**src/vliw_defines.svh**
```systemverilog
//========================================
// VLIW datapath widths, bank layout and
// fixed-point escape limit
//========================================
`ifndef VLIW_DEFINES_SVH
`define VLIW_DEFINES_SVH

// Data word and operand address layout
`define WORD_W     27
`define ADDR_W     10
`define INDEX_W    8
`define BANK_W     2
`define NUM_BANKS  4

// Signed fixed point, 22 fraction bits
`define FRAC_W     22

// Escape limit 4.0
`define MAX_MAGNITUDE (1 << (`FRAC_W + 2))

`endif

```
**src/vliw_pkg.sv**
```systemverilog
//========================================
// Shared types of the VLIW datapath
//========================================
`default_nettype none

`include "vliw_defines.svh"

package vliw_pkg;

   typedef logic signed [`WORD_W-1:0] word_t;

   // Producer banks, in write priority order
   typedef enum logic [`BANK_W-1:0] {
      BANK_LD,
      BANK_NEG,
      BANK_ADD,
      BANK_MUL
   } bank_id_t;

   // Top bits pick the bank, low bits the word
   typedef struct packed {
      logic [`ADDR_W-`INDEX_W-1:0] bank;
      logic [`INDEX_W-1:0]         index;
   } bank_addr_t;

   typedef struct packed {
      logic       enable;
      word_t      value;
      bank_addr_t dest;
   } load_slot_t;

   typedef struct packed {
      logic       enable;
      bank_addr_t src;
      bank_addr_t dest;
   } neg_slot_t;

   // Two-operand slot, add and mul
   typedef struct packed {
      logic       enable;
      bank_addr_t src1;
      bank_addr_t src2;
      bank_addr_t dest;
   } bin_slot_t;

   typedef struct packed {
      logic       enable;
      bank_addr_t dest;
      word_t      data;
   } write_req_t;

   typedef struct packed {
      word_t z_re;
      word_t z_im;
      word_t magnitude;
   } arch_regs_t;

   typedef struct packed {
      word_t neg_a;
      word_t add_a;
      word_t add_b;
      word_t mul_a;
      word_t mul_b;
   } operands_t;

endpackage

`default_nettype wire

```
**src/operand_select.sv**
```systemverilog
//========================================
// Operand select: resolves the five source
// addresses to register or bank values
//========================================
`timescale 1ns/100ps
`default_nettype none

module operand_select import vliw_pkg::*; (
   input  wire bank_addr_t  neg_src,
   input  wire bank_addr_t  add_src1,
   input  wire bank_addr_t  add_src2,
   input  wire bank_addr_t  mul_src1,
   input  wire bank_addr_t  mul_src2,
   input  wire word_t [4:0] bank_data,
   input  wire arch_regs_t  arch_regs,
   output bank_addr_t [4:0] read_addr,
   output operands_t        operands
);

   bank_addr_t [4:0] src;
   word_t      [4:0] value;

   // Index 0, 1 and 2 of every bank alias the architectural registers
   function automatic word_t resolve(input bank_addr_t addr,
                                     input word_t      bank_word,
                                     input arch_regs_t regs);
      case (addr.index)
         0:       return regs.z_re;
         1:       return regs.z_im;
         2:       return regs.magnitude;
         default: return bank_word;
      endcase
   endfunction

   // Read port order: neg, add1, add2, mul1, mul2
   assign src = {mul_src2, mul_src1, add_src2, add_src1, neg_src};

   assign read_addr = src;

   always_comb begin
      for (int r = 0; r < 5; r++) begin
         value[r] = resolve(src[r], bank_data[r], arch_regs);
      end
   end

   assign operands = '{
      neg_a: value[0],
      add_a: value[1],
      add_b: value[2],
      mul_a: value[3],
      mul_b: value[4]
   };

endmodule

`default_nettype wire

```
**config.mk**
```make
export PLATFORM = sky130hd
export DESIGN_NAME = operand_select
export DESIGN_NICKNAME = d
export VERILOG_FILES = /design/src/vliw_pkg.sv /design/src/operand_select.sv
export VERILOG_INCLUDE_DIRS = /design/src /design/src/src
export SDC_FILE = /design/constraint.sdc
export NUM_CORES = 1
export LEC_CHECK = 0
export ABC_AREA = 1
export ABC_CLOCK_PERIOD_IN_PS = 1400
export BUFFER_PORTS_ARGS = -buffer_cell sky130_fd_sc_hd__buf_2
export CORE_AREA = 2 2 175 177
export DETAILED_ROUTE_END_ITERATION = 12
export DIE_AREA = 0 0 177 179
export PLACE_DENSITY = 0.43
export SYNTH_ARGS = -nofsm -noshare
export SYNTH_HDL_FRONTEND = slang
export SYNTH_SLANG_ARGS = --single-unit
```
**constraint.sdc**
```tcl
create_clock -name vclk -period 1.4
set_input_delay 0.28 -clock vclk [all_inputs]
set_output_delay 0.28 -clock vclk [all_outputs]
set_load 0.01 [all_outputs]
```
==> out/qor.yml <==
outcome: "complete, but fails checks"
violated_checks: "negative setup slack"
synth_top_family_by_area: "simple AND/OR/NAND/NOR gates"
numPlacedInstances: 2045
yosysSeqAreaShare_pct: 0
via_count_of_the_first_global_routing_pass: 9288
initial_core_util_pct: 18.1
power.combinational.fraction_pct: 100.0
holdWs_ns: 0.560
tns_ns: -38.24
post_synth_and_or_nand_nor_area_fraction_pct: 77.8
slew_headroom_pct: 72.0
routed_wirelength_um: 46800
yosys_warnings: 0
power_frac_seq_pct: 0
via_count: 10113
post_synth_fa_ha_maj_area_fraction_pct: 0
post-route-min-period_ns: 1.82
power.ir.vdd_worst_mv: 0.125
synth-compound-area-share_pct: 1.79
p_sw_mw: 1.30
setup.worst_path.start_class: "primary input"
detail_route.wl_per_cell_um: 22.1
power.leakage_nw: 7.03
grt_pass1_wl_um: 60600
area_growth_syn_to_layout_pct: 135
cap_viol_max_count: 0
fp.coreArea_mm2: 0.0300
dp_hpwl_um: 31800
pin_count_of_the_biggest_net_entering_global_routing: 18
synth_xor_area_share_pct: 0
final-setup-viol-count: 135
achievable-frequency_mhz: 550
die_h_um: 179
p_sw_share_pct: 54.8
grt_antenna_before_repair: 1
cts_hold_buf: 0
route.detailed.drc: 0
synth_area_mm2: 0.00545
synth_area_leaders: "nand2_1 (37%), nor2_1 (18%), nand3_1 (14%)"
hp-class: "in -> out"
std_cell_rows: 64
drt_iter0_markers: 737
grt_setup_unrepaired: "yes"
muxShareOfSynthArea_pct: 0
grt_overflow: 0
gpl.final_weighted_congestion: 0.837
layout-drive-gt1-share_pct: 68.0
synthDistinctLibCells: 17
final_antenna_net_count: 0
netlist.area_leader.share_pct: 36.9
finalHoldViolCount: 0
vias_per_cell: 4.77
die_w_um: 177
nets: 1992
cp_max_fo: 8
max_slew.worst_pin.slew_ns: 0.418
global_route.usage.total_pct: 26.1
timing_worst_setup_path_type: "in -> out"
port_buffers: 431
final.period_utilization_pct: 130
post_synth.cell_area_avg_um2: 4.54
numSequentialCells: 0
non_filler_instance_count_after_layout: 2120
endpoint_kind: "primary output"
clockPowerShare_pct: 0
post_synth_inst_count: 1199
layout_setup_ws_ns: -0.417
worst_ep_required_time_ns: 1.12
antenna_cells_inserted: 0
syn-num-nets: 1465
num-clock-buffers: 0
p_int_mw: 1.07
final-max-slew-violation-count: 0
power.density_cell_area_mw_per_mm2: 185
timing.critical_path.arrival_ns: 1.54
die-area_mm2: 0.0317
area.sequential_um2: 0
detailed_routing_iteration_count_for_the_pre_antenna_repair_pass: 5
post-synth-top-area-cell: "nand2_1"
num_ports: 451
-- synth_stat cells (all sizes together) --
library cell and instances:
nand2 558, nor2 288, nand3 152, buf 103, inv 76, nor3b 9
nor3 8, o211ai 5
-- stage by stage --
stage          power, mW  area (um2)  setup WS, ns  util, %
5_1_grt             2.52       12800        -0.453     42.6
3_3_place_gp        1.68        8580        -0.515     28.6
3_5_place_dp        1.69        8580        -0.496     28.6
6_report            2.37       12800        -0.417     42.6
2_1_floorplan      0.738        5450        0.0348        -
4_1_cts             2.09       11100        -0.392     37.1
-- final cells by class --
cell class	count	area [um2]
repair inverters	1	16.3
well taps	396	495
multi-input cells	1020	6540
fillers	3216	17200
inverters	76	350
repair buffers	627	5400
-- logic make-up after synthesis --
kind of cell	count (synthesis)
buf+inv	179
compound gates	5
simple gates	1015
-- repair_timing --
action                                  4_1_cts  5_1_grt
endpoints found under the setup margin      135      135
buffers inserted                             50       20
pin swaps                                   112      167
cloned                                       21        9
hold endpoints to repair                      0        0
gates resized for setup                     465      443
-- power groups by stage --
stage	combinational, mW	sequential [mW]	clock (mW)
floorplan	0.738	0	0
global placement	1.68	0	0
detailed placement	1.69	0	0
CTS	2.09	0	0
global route	2.52	0	0
finish	2.37	0	0
-- final timing paths --
kind,startpoint,end,slack [ns],depth (start not counted)
worst max-delay path,add_src2[4],operands[73],-0.42,10
worst min-delay path,add_src1[9],read_addr[19],0.56,0
-- layout by cell type, fill, tap and decap left out, drive strengths merged --
| master | n |
|---|---|
| nand2 | 558 |
| nor3b | 9 |
| nor3 | 8 |
| nand3 | 152 |
| nor2 | 288 |
| inv | 76 |
| clkinv | 1 |
| o211ai | 5 |
| buf | 618 |
| clkbuf | 9 |
-- routing by layer --
metal  part of all wire, %  global-route usage [%]  up-vias
met5                 0.028                       0        -
met4                   2.8                    4.30        2
met3                   7.0                    2.40       88
met2                    49                    47.0      579
met1                    41                    34.1     4751
li1                      -                       -     4693
-- critical path: stages --
cell and delay, ns:
buf_6 0.10, nor2_4 0.13, nand2_4 0.10, buf_8 0.15, inv_12 0.08, o211ai_4 0.17, clkbuf_16 0.24, nand2_1 0.08
nand2_1 0.05, buf_2 0.14
Note: power is estimated with default switching activity, not from simulation.
