## config.mk

```make
export PLATFORM = sky130hd
export DESIGN_NAME = execute_units
export DESIGN_NICKNAME = d
export VERILOG_FILES = /design/src/vliw_pkg.sv /design/src/execute_units.sv
export VERILOG_INCLUDE_DIRS = /design/src /design/src/src
export SDC_FILE = /design/constraint.sdc
export NUM_CORES = 2
export LEC_CHECK = 0
export ABC_AREA = 1
export ABC_CLOCK_PERIOD_IN_PS = 22900
export BUFFER_PORTS_ARGS = -buffer_cell sky130_fd_sc_hd__buf_2
export CORE_MARGIN = 5
export CORE_UTILIZATION = 60
export CTS_CLUSTER_DIAMETER = 60
export DETAILED_ROUTE_END_ITERATION = 10
export PLACE_DENSITY = 0.83
export SLEW_MARGIN = 20
export SYNTH_ARGS = -nofsm -noshare
export SYNTH_HDL_FRONTEND = slang
export SYNTH_SLANG_ARGS = --single-unit
```

## constraint.sdc

```tcl
create_clock -name clk -period 22.9 [get_ports clk]
set_input_delay 4.58 -clock clk [delete_from_list [all_inputs] [get_ports clk]]
set_output_delay 4.58 -clock clk [all_outputs]
set_load 0.02 [all_outputs]
```

## src/vliw_defines.svh

```systemverilog
//========================================
// VLIW datapath widths, bank layout and
// fixed-point escape limit
//========================================
`ifndef VLIW_DEFINES_SVH
`define VLIW_DEFINES_SVH

// Data word and operand address layout
`define WORD_W     27
`define ADDR_W     10
`define INDEX_W    8
`define BANK_W     2
`define NUM_BANKS  4

// Signed fixed point, 22 fraction bits
`define FRAC_W     22

// Escape limit 4.0
`define MAX_MAGNITUDE (1 << (`FRAC_W + 2))

`endif

```

## src/vliw_pkg.sv

```systemverilog
//========================================
// Shared types of the VLIW datapath
//========================================
`default_nettype none

`include "vliw_defines.svh"

package vliw_pkg;

   typedef logic signed [`WORD_W-1:0] word_t;

   // Producer banks, in write priority order
   typedef enum logic [`BANK_W-1:0] {
      BANK_LD,
      BANK_NEG,
      BANK_ADD,
      BANK_MUL
   } bank_id_t;

   // Top bits pick the bank, low bits the word
   typedef struct packed {
      logic [`ADDR_W-`INDEX_W-1:0] bank;
      logic [`INDEX_W-1:0]         index;
   } bank_addr_t;

   typedef struct packed {
      logic       enable;
      word_t      value;
      bank_addr_t dest;
   } load_slot_t;

   typedef struct packed {
      logic       enable;
      bank_addr_t src;
      bank_addr_t dest;
   } neg_slot_t;

   // Two-operand slot, add and mul
   typedef struct packed {
      logic       enable;
      bank_addr_t src1;
      bank_addr_t src2;
      bank_addr_t dest;
   } bin_slot_t;

   typedef struct packed {
      logic       enable;
      bank_addr_t dest;
      word_t      data;
   } write_req_t;

   typedef struct packed {
      word_t z_re;
      word_t z_im;
      word_t magnitude;
   } arch_regs_t;

   typedef struct packed {
      word_t neg_a;
      word_t add_a;
      word_t add_b;
      word_t mul_a;
      word_t mul_b;
   } operands_t;

endpackage

`default_nettype wire

```

## src/execute_units.sv

```systemverilog
//========================================
// Execute units: load, negate, two-cycle
// add and fixed-point multiply
//========================================
`timescale 1ns/100ps
`default_nettype none

`include "vliw_defines.svh"

module execute_units import vliw_pkg::*; (
   input  wire                        clk,
   input  wire                        reset,
   input  wire load_slot_t            load_slot,
   input  wire neg_slot_t             neg_slot,
   input  wire bin_slot_t             add_slot,
   input  wire bin_slot_t             mul_slot,
   input  wire operands_t             operands,
   output write_req_t [`NUM_BANKS-1:0] writes
);

   // Add stage register
   logic       add_valid;
   bank_addr_t add_dest;
   word_t      add_sum;

   word_t                       neg_result;
   logic signed [2*`WORD_W-1:0] product;
   word_t                       mul_result;

   //========================================
   // Negate and multiply
   //========================================

   assign neg_result = -operands.neg_a;

   // Full product, then drop the extra fraction bits
   assign product    = operands.mul_a * operands.mul_b;
   assign mul_result = product[`FRAC_W +: `WORD_W];

   //========================================
   // Add pipeline
   //========================================

   always_ff @(posedge clk) begin
      if (reset) begin
         add_valid <= 1'b0;
      end else begin
         add_valid <= add_slot.enable;
      end
   end

   // Sum wraps on overflow
   always_ff @(posedge clk) begin
      add_dest <= add_slot.dest;
      add_sum  <= operands.add_a + operands.add_b;
   end

   //========================================
   // Bank write requests
   //========================================

   always_comb begin
      writes[BANK_LD] = '{
         enable: load_slot.enable,
         dest:   load_slot.dest,
         data:   load_slot.value
      };
      writes[BANK_NEG] = '{
         enable: neg_slot.enable,
         dest:   neg_slot.dest,
         data:   neg_result
      };
      writes[BANK_ADD] = '{
         enable: add_valid,
         dest:   add_dest,
         data:   add_sum
      };
      writes[BANK_MUL] = '{
         enable: mul_slot.enable,
         dest:   mul_slot.dest,
         data:   mul_result
      };
   end

endmodule

`default_nettype wire

```

==> metrics.md <==
| Metric | Value |
|---|---|
| Yosys Warn Count | `0` |
| Dominant synthesized flop cell | `dfxtp_1` |
| Cts hold-fix bufs | `0` |
| Fin crit period | `16.17 ns` |
| Post-Route WL | `between 70 and 80 mm` |
| Hold Crit Start | `add_slot[6]` |
| Slowest stage delay, CP | `0.79 ns` |
| Fraction of layout cells with a size suffix above 1 | `0.0837` |
| Wire per inst | `approximately 17 µm` |
| CTS tree | `done` |
| Final Hold Viols | `0` |
| CTS clk-pin slew, worst paths | `0.06 ns` |
| Period utilization | `0.706` |
| Largest net degree at the start of global routing | `29` |
| Status | `completed` |
| Vias in the first global route | `between 20000 and 30000` |
| Most frequent CP cell | `fa_1` |
| Vias per cell | `~5.3` |
| DP HPWL | `~62 mm` |
| EDFF count, synth | `0` |
| Mapped Cells | `3790` |
| Die Wd | `231 µm` |
| Worst Path Required | `~18 ns` |
| Crit end category | `output pin` |
| Root Buffer Master | `clkbuf_16` |
| Worst Path Max Fanout | `26` |
| Total track usage | `0.291` |
| Routed Antenna Nets | `0` |
| CP Cell Sequence | `buf_2 -> nand2_1 -> inv_1 -> fa_1 -> fa_1 -> fa_1 -> ha_1 -> inv_1 -> fa_1 -> inv_1 -> fa_1 -> inv_1 -> fa_1 -> inv_1 -> ha_1 -> nand2_1 -> nor2_1 -> nand2_1 -> nor2_2 -> nand4_1 -> nand3_1 -> xor2_1 -> buf_2` |
| Seq/Total Area, Yosys | `0.0260` |
| Initial Util | `0.603` |
| I/O Pins | `just over 400` |
| Initial DRT Pass Iterations | `6` |
| Die footprint | `between 50000 and 60000 µm²` |
| CTS sink count | `38` |
| Max-slew headroom | `0.460` |
| Layout Area Growth over Synthesis | `3.87%` |
| Critical path class | `in -> out` |
| Final setup viols | `0` |
| Initial antenna violation count | `4` |
| Maximum clock rate | `around 62 MHz` |
| # nets final | `about 5000` |
| Core box area | `48500 µm²` |
| Via count | `23650` |
| GPL Wtd Cong | `just under 1` |
| CTS max path bufs | `2` |
| Iter 0 DRT Violations | `roughly 1900` |
| Slowest CP cell | `fa_1` |
| First-pass GRT wire length | `between 100 and 150 mm` |
| Worst Path Arrival | `between 10 and 15 ns` |
| Slew Limit Fails | `0` |
| Syn Nets | `4930` |
| Clock buffer count from CTS | `5` |
| Max Cap Viol | `0` |
| Worst slew pin tran | `0.811 ns` |
| Post_cts resized | `0` |
| CP Launch Point | `operands[0]` |
| Die height | `between 200 and 250 µm` |
| Row Count | `81` |
| Netlist Area Pre-Place | `29300 µm²` |
| Seq cells post-synth | `38` |
| Residual DRC | `0` |
| Worst hold path type | `in -> reg` |
| GRT overflow | `0` |
| Setup TNS | `0 ns` |
| # port buffers | `roughly 240` |
| Postcts setup bufs | `0` |
| Startpoint class of the critical path | `input port` |
| Syn_area_per_cell | `approximately 7.7 µm²` |
| RSZ-0062 raised after global routing | `false` |
| Post-synthesis cell type count | `48` |
| H-Tree Depth | `2` |
| Post-synth ARST share | `0` |
==> registers in the layout (all words and copies together) (netlist names) <==
signal	count
writes	10
add_sum	27
add_valid	1
==> worst paths after layout <==
check	to	slack, ns	cells after the start
min	writes[109]$_DFF_P_	4.40	1
max	writes[133]	6.73	23
==> layout by cell type, fill, tap and decap left out, drive strengths merged, types with 7 or more instances in the layout <==
master and instances:
xor2 43, nand3 72, a21oi 86, xnor2 23, nand2 960, a21o 8, dfxtp 38, o21bai 7
buf 247, inv 1164, o21ai 52, fa 708, o21a 9, nor2 155, nor3 20, or2 7
nand4 18, nor4 7, ha 174
==> cell type report <==
class / instances / area [µm²]
diodes: 3 / 7.51
clock inverters: 3 / 45.0
multi-input cells: 2367 / 23000
repair buffers: 247 / 1260
fillers: 4125 / 18200
well taps: 622 / 778
clock buffers: 5 / 125
flip-flops and latches: 38 / 761
inverters: 1164 / 4370
==> per-stage QoR <==
stage | instance area, µm² | hold WS (ns) | std cells | util | setup WS, ns
floorplan | 29300 | 4.61 | 3790 | - | 7.85
global placement | 30200 | 4.68 | 4438 | 0.622 | 6.78
detailed placement | 30200 | 4.68 | 4438 | 0.622 | 6.72
CTS | 30400 | 4.40 | 4446 | 0.626 | 6.70
global route | 30400 | 4.39 | 4449 | 0.626 | 6.28
finish | 30400 | 4.40 | 4449 | 0.626 | 6.73
==> cell usage after synthesis (all sizes together), types with 3 or more instances <==
cell	instances	share of area
nor4	7	0.0033
a21o	8	0.0021
ha	174	0.074
nand4	18	0.0044
o21bai	7	0.0021
nor2	155	0.023
xor2	43	0.013
o211ai	3	0.00077
inv	1164	0.15
nand3	72	0.013
buf	77	0.018
or2	7	0.0015
nand3b	3	0.00077
dfxtp	38	0.026
o21ai	52	0.0094
a31oi	4	0.00086
xnor2	23	0.0069
nand2	960	0.12
nor3	20	0.0043
a21oi	86	0.015
clkbuf	144	0.018
fa	708	0.48
o21a	9	0.0023
==> logic make-up after synthesis <==
| family | synth area share |
|---|---|
| xor+xnor | 0.0198 |
| simple gates | 0.176 |
| flops | 0.0260 |
| buf+inv | 0.186 |
| fa+ha+maj | 0.559 |
| compound gates | 0.0334 |
==> critical path: cells and delay by family <==
family	cells	cell delay, ns
xor+xnor	1	0.22
fa+ha+maj	8	4.38
buf+inv	7	1.22
simple gates	7	1.19
==> layer usage <==
| metal | routed length, µm | track usage | vias to the layer above |
|---|---|---|---|
| li1 | - | - | 10596 |
| met1 | 28700 | 0.384 | 11645 |
| met2 | 36700 | 0.492 | 1206 |
| met3 | 7690 | 0.0577 | 201 |
| met4 | 2400 | 0.0905 | 2 |
| met5 | 7 | 0 | - |
Power is left out: the tool's default activity adds up to more than one toggle a clock period on the data nets, which glitch-free logic cannot reach.
