--- src/vliw_defines.svh ---
//========================================
// VLIW datapath widths, bank layout and
// fixed-point escape limit
//========================================
`ifndef VLIW_DEFINES_SVH
`define VLIW_DEFINES_SVH

// Data word and operand address layout
`define WORD_W     27
`define ADDR_W     10
`define INDEX_W    8
`define BANK_W     2
`define NUM_BANKS  4

// Signed fixed point, 22 fraction bits
`define FRAC_W     22

// Escape limit 4.0
`define MAX_MAGNITUDE (1 << (`FRAC_W + 2))

`endif

--- src/vliw_pkg.sv ---
//========================================
// Shared types of the VLIW datapath
//========================================
`default_nettype none

`include "vliw_defines.svh"

package vliw_pkg;

   typedef logic signed [`WORD_W-1:0] word_t;

   // Producer banks, in write priority order
   typedef enum logic [`BANK_W-1:0] {
      BANK_LD,
      BANK_NEG,
      BANK_ADD,
      BANK_MUL
   } bank_id_t;

   // Top bits pick the bank, low bits the word
   typedef struct packed {
      logic [`ADDR_W-`INDEX_W-1:0] bank;
      logic [`INDEX_W-1:0]         index;
   } bank_addr_t;

   typedef struct packed {
      logic       enable;
      word_t      value;
      bank_addr_t dest;
   } load_slot_t;

   typedef struct packed {
      logic       enable;
      bank_addr_t src;
      bank_addr_t dest;
   } neg_slot_t;

   // Two-operand slot, add and mul
   typedef struct packed {
      logic       enable;
      bank_addr_t src1;
      bank_addr_t src2;
      bank_addr_t dest;
   } bin_slot_t;

   typedef struct packed {
      logic       enable;
      bank_addr_t dest;
      word_t      data;
   } write_req_t;

   typedef struct packed {
      word_t z_re;
      word_t z_im;
      word_t magnitude;
   } arch_regs_t;

   typedef struct packed {
      word_t neg_a;
      word_t add_a;
      word_t add_b;
      word_t mul_a;
      word_t mul_b;
   } operands_t;

endpackage

`default_nettype wire

--- src/arch_state.sv ---
//========================================
// Architectural state: z_re, z_im and
// magnitude, with the escape check
//========================================
`timescale 1ns/100ps
`default_nettype none

`include "vliw_defines.svh"

module arch_state import vliw_pkg::*; (
   input  wire                               clk,
   input  wire                               reset,
   input  wire write_req_t [`NUM_BANKS-1:0] writes,
   output arch_regs_t                        arch_regs,
   output logic                              done
);

   write_req_t win;
   logic       hit;

   //========================================
   // Write priority
   //========================================

   // Scan from the top so the lowest bank wins
   always_comb begin
      win = writes[BANK_LD];
      hit = 1'b0;
      for (int b = `NUM_BANKS - 1; b >= 0; b--) begin
         if (writes[b].enable && writes[b].dest.index < 3) begin
            win = writes[b];
            hit = 1'b1;
         end
      end
   end

   // Only one register changes per cycle
   always_ff @(posedge clk) begin
      if (reset || done) begin
         arch_regs <= '0;
      end else if (hit) begin
         case (win.dest.index)
            0:       arch_regs.z_re      <= win.data;
            1:       arch_regs.z_im      <= win.data;
            default: arch_regs.magnitude <= win.data;
         endcase
      end
   end

   //========================================
   // Escape check
   //========================================

   // Sticky until reset
   always_ff @(posedge clk) begin
      if (reset) begin
         done <= 1'b0;
      end else if (arch_regs.magnitude >= `MAX_MAGNITUDE) begin
         done <= 1'b1;
      end
   end

endmodule

`default_nettype wire

--- config.mk ---
export PLATFORM = sky130hd
export DESIGN_NAME = arch_state
export DESIGN_NICKNAME = d
export VERILOG_FILES = /design/src/vliw_pkg.sv /design/src/arch_state.sv
export VERILOG_INCLUDE_DIRS = /design/src /design/src/src
export SDC_FILE = /design/constraint.sdc
export NUM_CORES = 1
export LEC_CHECK = 0
export ABC_AREA = 0
export BUFFER_PORTS_ARGS = -buffer_cell sky130_fd_sc_hd__buf_2
export CORE_ASPECT_RATIO = 0.5
export CORE_MARGIN = 4
export CORE_UTILIZATION = 40
export CTS_CLUSTER_SIZE = 25
export DETAILED_ROUTE_END_ITERATION = 10
export PLACE_DENSITY = 0.76
export SYNTH_ARGS = -nofsm -noshare
export SYNTH_HDL_FRONTEND = slang
export SYNTH_SLANG_ARGS = --single-unit
--- constraint.sdc ---
create_clock -name clk -period 2.65 [get_ports clk]
set_clock_uncertainty 0.15 [all_clocks]
set_input_delay 0.53 -clock clk [delete_from_list [all_inputs] [get_ports clk]]
set_output_delay 0.53 -clock clk [all_outputs]
set_load 0.02 [all_outputs]
==> results of run 1 <==
## cell type report
type / instances / area (sq um)
clock buffer: 12 / 246.5
fill: 883 / 4235
timing repair buffer: 258 / 1494
tap: 140 / 175.2
clock inverter: 4 / 98.84
multi-input combinational: 287 / 2379
antenna: 1 / 2.502
inverter: 2 / 7.507
sequential: 82 / 1642
## sequential cells by signal (all words and copies together), names as in the netlist
signal	count
done	1
arch_regs	81
## stage by stage
stage / setup slack, ps / cells / utilization (%) / power [mW]
after floorplan: -17.86 / 403 / - / 1.426
after global placement: -204.4 / 769 / 55.29 / 1.591
after detailed placement: -248.9 / 769 / 55.29 / 1.598
after CTS: 96.35 / 785 / 58.65 / 3.026
after global routing: 0.003775 / 786 / 58.80 / 3.102
final: 124.7 / 786 / 58.80 / 3.007
## logic make-up after synthesis
logic type	count (synthesis)	synth area share (%)
buffers and inverters	34	6.173
AOI/OAI and AO/OA	93	23.63
and+or+nand+nor	113	12.32
DFF	82	38.75
muxes	81	19.14
## final timing paths
kind	from	slack [ps]	endpoint	cells after the start
worst max-delay path	writes[107]	120	arch_regs[41]	9
worst min register to register	arch_regs[34]	300	arch_regs[34]	2
worst min-delay path	arch_regs[34]	300	arch_regs[34]	2
worst max register to register	done	920	arch_regs[11]	5
## layer usage
| layer | routed length [um] | vias to the layer above | global-route usage, % |
|---|---|---|---|
| met2 | 6825 | 108 | 37.34 |
| met3 | 688 | 25 | 5.109 |
| met4 | 259 | 0 | 6.344 |
| met1 | 5639 | 1972 | 24.98 |
| met5 | 0 | - | 0 |
| li1 | - | 1958 | - |
## power groups by stage
stage | sequential, mW | combinational [mW] | clock (mW)
after CTS | 1.24 | 0.328 | 1.45
after global placement | 1.27 | 0.319 | 0
after floorplan | 1.28 | 0.146 | 0
final | 1.24 | 0.329 | 1.43
after detailed placement | 1.27 | 0.326 | 0
after global routing | 1.24 | 0.357 | 1.50
## cell usage in the layout, fill, tap and decap left out, drive strengths merged, types with 3 or more instances in the layout
master / count
bufinv: 3
mux2i: 81
nor2: 7
o21ai: 27
clkbuf: 12
a211oi: 3
nand2: 84
nor3: 7
dfxtp: 82
buf: 258
a221oi: 27
a2bb2oi: 27
or3: 3
## critical path, delay by kind of cell
kind	cells	cell delay (ps)
compound gates	3	780
simple gates	2	620
buf+inv	3	550
mux	1	100
==> impl_metrics.xml, run 1 <==
<?xml version="1.0" encoding="UTF-8"?>
<metrics>
  <group name="cts">
    <metric name="cts_made_buffers" unit="">9</metric>
    <metric name="cts_tree" unit="">built</metric>
    <metric name="root_buffer" unit="">sky130_fd_sc_hd__clkbuf_16</metric>
    <metric name="cts_hold_buf" unit="">0</metric>
    <metric name="worst_setup_hold_path_clk_slew" unit="ps">60</metric>
    <metric name="worstSkewPairLatency" unit="ps">330</metric>
    <metric name="post-cts-setup-buffer-count" unit="">0</metric>
    <metric name="postCtsResizedCells" unit="">0</metric>
    <metric name="htree_num_levels" unit="">3</metric>
    <metric name="cts_max_path_buffers" unit="">2</metric>
    <metric name="clock-sinks" unit="">82</metric>
  </group>
  <group name="grt">
    <metric name="grt_pass1_vias" unit="">4117</metric>
    <metric name="grt_start_max_net_pins" unit="">82</metric>
    <metric name="grtUsageTotal" unit="%">20.75</metric>
    <metric name="antenna_found_initial" unit="">1</metric>
    <metric name="grt_first_pass_wirelength" unit="um">20760</metric>
    <metric name="grt.overflow.total" unit="">0</metric>
  </group>
  <group name="worst_setup_path">
    <metric name="crit_top_cell" unit="">sky130_fd_sc_hd__buf_4</metric>
    <metric name="critical-path-slowest-cell" unit="">sky130_fd_sc_hd__or4b_4</metric>
    <metric name="worst-endpoint-required" unit="ps">2710</metric>
    <metric name="cp_cell_sequence" unit="">buf_2, or4b_4, a211o_1, a31oi_2, nor3_4, buf_4, buf_4, a2bb2oi_2, mux2i_1</metric>
    <metric name="timing_worst_setup_path_type" unit="">input pin to flip-flop</metric>
    <metric name="crit_path_max_fanout" unit="">15</metric>
    <metric name="cp_data_arrival_time" unit="ps">2590</metric>
    <metric name="crit_path_end_kind" unit="">flip-flop</metric>
    <metric name="timing.critical_path.from_type" unit="">input pin</metric>
    <metric name="max_stage_delay" unit="ps">560</metric>
  </group>
  <group name="detailed_routing">
    <metric name="detail-route-antenna-nets" unit="">0</metric>
    <metric name="drt-total-wl" unit="um">13410</metric>
    <metric name="dr.first_iter.drc_count" unit="">211</metric>
    <metric name="drt_pre_antenna_iters" unit="">4</metric>
    <metric name="detailroute.via_count" unit="">4063</metric>
    <metric name="post_drt_via_cell_ratio" unit="">5.169</metric>
    <metric name="post_drt_wl_per_cell" unit="um">17.06</metric>
    <metric name="number_of_remaining_drc_errors" unit="">0</metric>
  </group>
  <group name="pwr">
    <metric name="share_of_power_burned_in_combinational_logic" unit="%">11.0</metric>
    <metric name="power_per_cell_area" unit="mW/mm^2">497.5</metric>
    <metric name="power.internal" unit="mW">2.353</metric>
    <metric name="pwr-share-clk" unit="%">47.7</metric>
    <metric name="switching_power" unit="uW">654.1</metric>
    <metric name="cellLeakagePower" unit="nW">2.997</metric>
    <metric name="worst_ir_drop_vdd" unit="mV">0.3486</metric>
    <metric name="switching_share" unit="%">21.75</metric>
    <metric name="share_seq_of_total_power" unit="%">41.4</metric>
  </group>
  <group name="status">
    <metric name="run_status" unit="">finished clean</metric>
  </group>
  <group name="synthesis">
    <metric name="syn-instance-count" unit="">403</metric>
    <metric name="synth-main-ff-cell" unit="">sky130_fd_sc_hd__dfxtp_1</metric>
    <metric name="postSynth.asyncResetShare" unit="%">0</metric>
    <metric name="yosys_register_bits" unit="">82</metric>
    <metric name="netlist.area_leader.share" unit="%">38.75</metric>
    <metric name="number_of_synthesized_flops_with_an_enable_pin" unit="">0</metric>
    <metric name="netlist_area" unit="sq mm">0.004237</metric>
    <metric name="synth_area_per_cell" unit="sq um">10.51</metric>
    <metric name="seq_area_frac_synth" unit="%">38.75</metric>
    <metric name="synth_fp_nets" unit="">557</metric>
    <metric name="synth_cell_type_count" unit="">47</metric>
    <metric name="cell_types_with_the_highest_counts_after_synthesis" unit="">sky130_fd_sc_hd__nand2_1 (84), sky130_fd_sc_hd__dfxtp_1 (82), sky130_fd_sc_hd__mux2i_1 (81)</metric>
    <metric name="synthDominantAreaCellType" unit="">sky130_fd_sc_hd__dfxtp_1</metric>
    <metric name="synth.most_common_cell" unit="">sky130_fd_sc_hd__nand2_1</metric>
    <metric name="yosys_warnings" unit="">0</metric>
    <metric name="ys_top_cells_by_area" unit="">sky130_fd_sc_hd__dfxtp_1 (39%), sky130_fd_sc_hd__mux2i_1 (19%), sky130_fd_sc_hd__nand2_1 (7.4%)</metric>
  </group>
  <group name="timing">
    <metric name="fmax" unit="MHz">396.0</metric>
    <metric name="setup_total_negative_slack" unit="ps">0</metric>
    <metric name="period_share" unit="%">95.30</metric>
    <metric name="worst-slew-pin-transition" unit="ps">802.6</metric>
    <metric name="relSlewSlack" unit="%">46.37</metric>
    <metric name="final-max-slew-violation-count" unit="">0</metric>
    <metric name="grt_setup_unrepaired" unit="">false</metric>
    <metric name="setup_viol" unit="">0</metric>
    <metric name="hold-worst-slack" unit="ps">303.6</metric>
    <metric name="finalHoldViolCount" unit="">0</metric>
    <metric name="finalCriticalPeriod" unit="ps">2525</metric>
  </group>
  <group name="floorplanning">
    <metric name="die-height" unit="um">80.77</metric>
    <metric name="horizontal_die_dimension" unit="um">153.5</metric>
    <metric name="design.portCount" unit="">236</metric>
    <metric name="core" unit="sq mm">0.01028</metric>
    <metric name="starting_density" unit="%">41.21</metric>
    <metric name="placement_rows" unit="">26</metric>
    <metric name="floorplan.die_area" unit="sq mm">0.01240</metric>
  </group>
  <group name="final_layout">
    <metric name="syn2layout_area_growth" unit="%">42.68</metric>
    <metric name="layout-drive-gt1-share" unit="%">51.94</metric>
    <metric name="layout.nets" unit="">794</metric>
    <metric name="final_area" unit="sq mm">0.006045</metric>
  </group>
  <group name="place">
    <metric name="io_buffers" unit="">227</metric>
    <metric name="gp_congestion" unit="">0.8703</metric>
    <metric name="dpl.hpwl" unit="um">10300</metric>
    <metric name="placed_cell_area" unit="sq mm">0.005684</metric>
  </group>
  <group name="flow_run">
    <metric name="drv.max_cap_violation_count" unit="">0</metric>
  </group>
  <group name="min_path">
    <metric name="holdCritPathClass" unit="">flip-flop to flip-flop</metric>
  </group>
</metrics>
Note: power is estimated with default switching activity, not from simulation.
==> run 2: changes to the inputs <==
--- a/config.mk
+++ b/config.mk
@@ -7,13 +7,13 @@
 export NUM_CORES = 1
 export LEC_CHECK = 0
 export ABC_AREA = 0
-export BUFFER_PORTS_ARGS = -buffer_cell sky130_fd_sc_hd__buf_2
 export CORE_ASPECT_RATIO = 0.5
 export CORE_MARGIN = 4
-export CORE_UTILIZATION = 40
+export CORE_UTILIZATION = 55
 export CTS_CLUSTER_SIZE = 25
 export DETAILED_ROUTE_END_ITERATION = 10
-export PLACE_DENSITY = 0.76
+export DONT_BUFFER_PORTS = 1
+export PLACE_DENSITY = 0.73
 export SYNTH_ARGS = -nofsm -noshare
 export SYNTH_HDL_FRONTEND = slang
 export SYNTH_SLANG_ARGS = --single-unit
==> run 2 against run 1 <==
  * Cell count shrank 35%
  * Core utilization grew 5.9 points
  * Cell area shrank 21%
  * Sequential power is essentially flat
  * Global-route usage grew 5.5 points
  * Critical path depth shrank 2
  * Fmax grew 3.2%
  * Register-to-register slack lost 140 ps
  * Via count shrank 19%
  * Sequential share of layout area grew 7.1 points
  * Largest cell class unchanged
==> impl_metrics.xml, run 2 (synthesis gave the netlist of run 1 again) <==
<?xml version="1.0" encoding="UTF-8"?>
<metrics>
  <group name="cts">
    <metric name="root_buffer" unit="">sky130_fd_sc_hd__clkbuf_16</metric>
    <metric name="cts_tree" unit="">built</metric>
    <metric name="htree_num_levels" unit="">3</metric>
    <metric name="post-cts-setup-buffer-count" unit="">0</metric>
    <metric name="cts_hold_buf" unit="">0</metric>
    <metric name="postCtsResizedCells" unit="">0</metric>
    <metric name="cts_max_path_buffers" unit="">2</metric>
    <metric name="worst_setup_hold_path_clk_slew" unit="ps">60</metric>
    <metric name="clock-sinks" unit="">82</metric>
    <metric name="cts_made_buffers" unit="">9</metric>
    <metric name="worstSkewPairLatency" unit="ps">330</metric>
  </group>
  <group name="grt">
    <metric name="grt.overflow.total" unit="">0</metric>
    <metric name="groute.layer.met2.usage" unit="%">45.63</metric>
    <metric name="grt_start_max_net_pins" unit="">75</metric>
    <metric name="grtUsageTotal" unit="%">26.25</metric>
    <metric name="top_usage_layer" unit="">met2</metric>
    <metric name="use_met3" unit="%">10.14</metric>
    <metric name="antenna_found_initial" unit="">0</metric>
    <metric name="grt_pass1_vias" unit="">3437</metric>
    <metric name="grt_first_pass_wirelength" unit="um">18960</metric>
    <metric name="globalRouteMet1Util" unit="%">30.06</metric>
  </group>
  <group name="floorplanning">
    <metric name="floorplan.die_area" unit="sq mm">0.009256</metric>
    <metric name="placement_rows" unit="">22</metric>
    <metric name="starting_density" unit="%">57.22</metric>
    <metric name="die-height" unit="um">70.06</metric>
    <metric name="core" unit="sq mm">0.007405</metric>
    <metric name="horizontal_die_dimension" unit="um">132.1</metric>
    <metric name="design.portCount" unit="">236</metric>
  </group>
  <group name="final_layout">
    <metric name="inserted_diodes" unit="">0</metric>
    <metric name="biggest_register" unit="">arch_regs</metric>
    <metric name="largest_registers" unit="">arch_regs x81, done x1</metric>
    <metric name="layout-drive-gt1-share" unit="%">24.51</metric>
    <metric name="layout.nets" unit="">561</metric>
    <metric name="final-instance-count-excl-fill" unit="">508</metric>
    <metric name="final_common_cell" unit="">sky130_fd_sc_hd__nand2_1</metric>
    <metric name="mostFrequentLayoutCells" unit="">sky130_fd_sc_hd__nand2_1 (84), sky130_fd_sc_hd__dfxtp_1 (82), sky130_fd_sc_hd__mux2i_1 (81)</metric>
    <metric name="syn2layout_area_growth" unit="%">13.11</metric>
    <metric name="max_ffs_per_register" unit="">81</metric>
  </group>
  <group name="detailed_routing">
    <metric name="post_drt_wl_per_cell" unit="um">24.50</metric>
    <metric name="dr.first_iter.drc_count" unit="">169</metric>
    <metric name="number_of_remaining_drc_errors" unit="">0</metric>
    <metric name="detail-route-antenna-nets" unit="">0</metric>
    <metric name="post_drt_via_cell_ratio" unit="">6.465</metric>
    <metric name="drt_pre_antenna_iters" unit="">4</metric>
    <metric name="drt-total-wl" unit="um">12450</metric>
    <metric name="detailroute.via_count" unit="">3284</metric>
  </group>
  <group name="worst_setup_path">
    <metric name="timing.critical_path.from_type" unit="">input pin</metric>
    <metric name="worst-endpoint-required" unit="ps">2760</metric>
    <metric name="crit_path_max_fanout" unit="">11</metric>
    <metric name="timing_worst_setup_path_type" unit="">input pin to flip-flop</metric>
    <metric name="crit_path_end_kind" unit="">flip-flop</metric>
    <metric name="cp_data_arrival_time" unit="ps">2550</metric>
  </group>
  <group name="timing">
    <metric name="worst-slew-pin-transition" unit="ps">761.0</metric>
    <metric name="relSlewSlack" unit="%">49.10</metric>
    <metric name="finalHoldViolCount" unit="">0</metric>
    <metric name="final-max-slew-violation-count" unit="">0</metric>
    <metric name="grt_setup_unrepaired" unit="">false</metric>
    <metric name="fmax" unit="MHz">408.8</metric>
    <metric name="period_share" unit="%">92.32</metric>
    <metric name="fin_ws" unit="ps">203.6</metric>
    <metric name="setup_viol" unit="">0</metric>
    <metric name="finalCriticalPeriod" unit="ps">2446</metric>
  </group>
  <group name="place">
    <metric name="post-place-ws" unit="ps">-106.9</metric>
    <metric name="placed_cells_incl_taps" unit="">492</metric>
    <metric name="dpl.hpwl" unit="um">9550</metric>
    <metric name="gp_congestion" unit="">0.8319</metric>
    <metric name="io_buffers" unit="">0</metric>
  </group>
  <group name="min_path">
    <metric name="holdCritPathClass" unit="">input pin to flip-flop</metric>
  </group>
  <group name="flow_run">
    <metric name="drv.max_cap_violation_count" unit="">0</metric>
  </group>
  <group name="pwr">
    <metric name="cellLeakagePower" unit="nW">1.929</metric>
    <metric name="power_per_cell_area" unit="mW/mm^2">567.8</metric>
    <metric name="worst_ir_drop_vdd" unit="mV">0.3565</metric>
    <metric name="fin_total_pwr" unit="mW">2.721</metric>
  </group>
  <group name="status">
    <metric name="run_status" unit="">finished clean</metric>
  </group>
</metrics>
run 2: cell type report:
type / count / area [sq um]
multi-input cells: 287 / 2366
clock inverters: 4 / 50.05
flip-flops and latches: 82 / 1642
repair buffers: 25 / 350.3
clock buffers: 12 / 256.5
well taps: 96 / 120.1
inverters: 2 / 7.507
fillers: 559 / 2613
run 2: per-layer routing:
metal,share of wire (%),vias to the layer above,wire (um)
met5,0,-,0
met1,40,1613,4928
met4,1.5,0,181
li1,-,1499,-
met2,49,151,6154
met3,9.5,21,1183
run 2: path summary, 6_finish.rpt:
kind                       from             to  slack, ps  depth (start not counted)
setup / recovery     writes[31]  arch_regs[11]        200                          7
hold / removal            reset           done        110                          1
setup reg to reg           done  arch_regs[11]        780                          4
hold reg to reg   arch_regs[50]  arch_regs[50]        410                          2
run 2: power by group:
group	switching, mW	total (mW)	internal, mW
clock	0.487	1.27	0.779
sequential	0.0153	1.26	1.24
combinational	0.109	0.199	0.0904
run 2: critical path: stages:
cell	delay, ps
sky130_fd_sc_hd__or4b_4	530
sky130_fd_sc_hd__a211oi_2	290
sky130_fd_sc_hd__a31oi_2	110
sky130_fd_sc_hd__nor3_4	620
sky130_fd_sc_hd__buf_12	220
sky130_fd_sc_hd__a2bb2oi_2	80
sky130_fd_sc_hd__mux2i_1	160
run 2: through the flow:
stage | TNS, ps | hold WS [ps] | utilization [%] | instance area [sq um]
6_report | 0 | 109.7 | 64.72 | 4792
5_1_grt | 0 | 108.7 | 64.72 | 4792
4_1_cts | 0 | 98.02 | 64.72 | 4792
3_5_place_dp | -4078 | 403.9 | 60.58 | 4486
3_3_place_gp | -1787 | 397.2 | 60.58 | 4486
2_1_floorplan | -601.6 | 383.2 | - | 4260
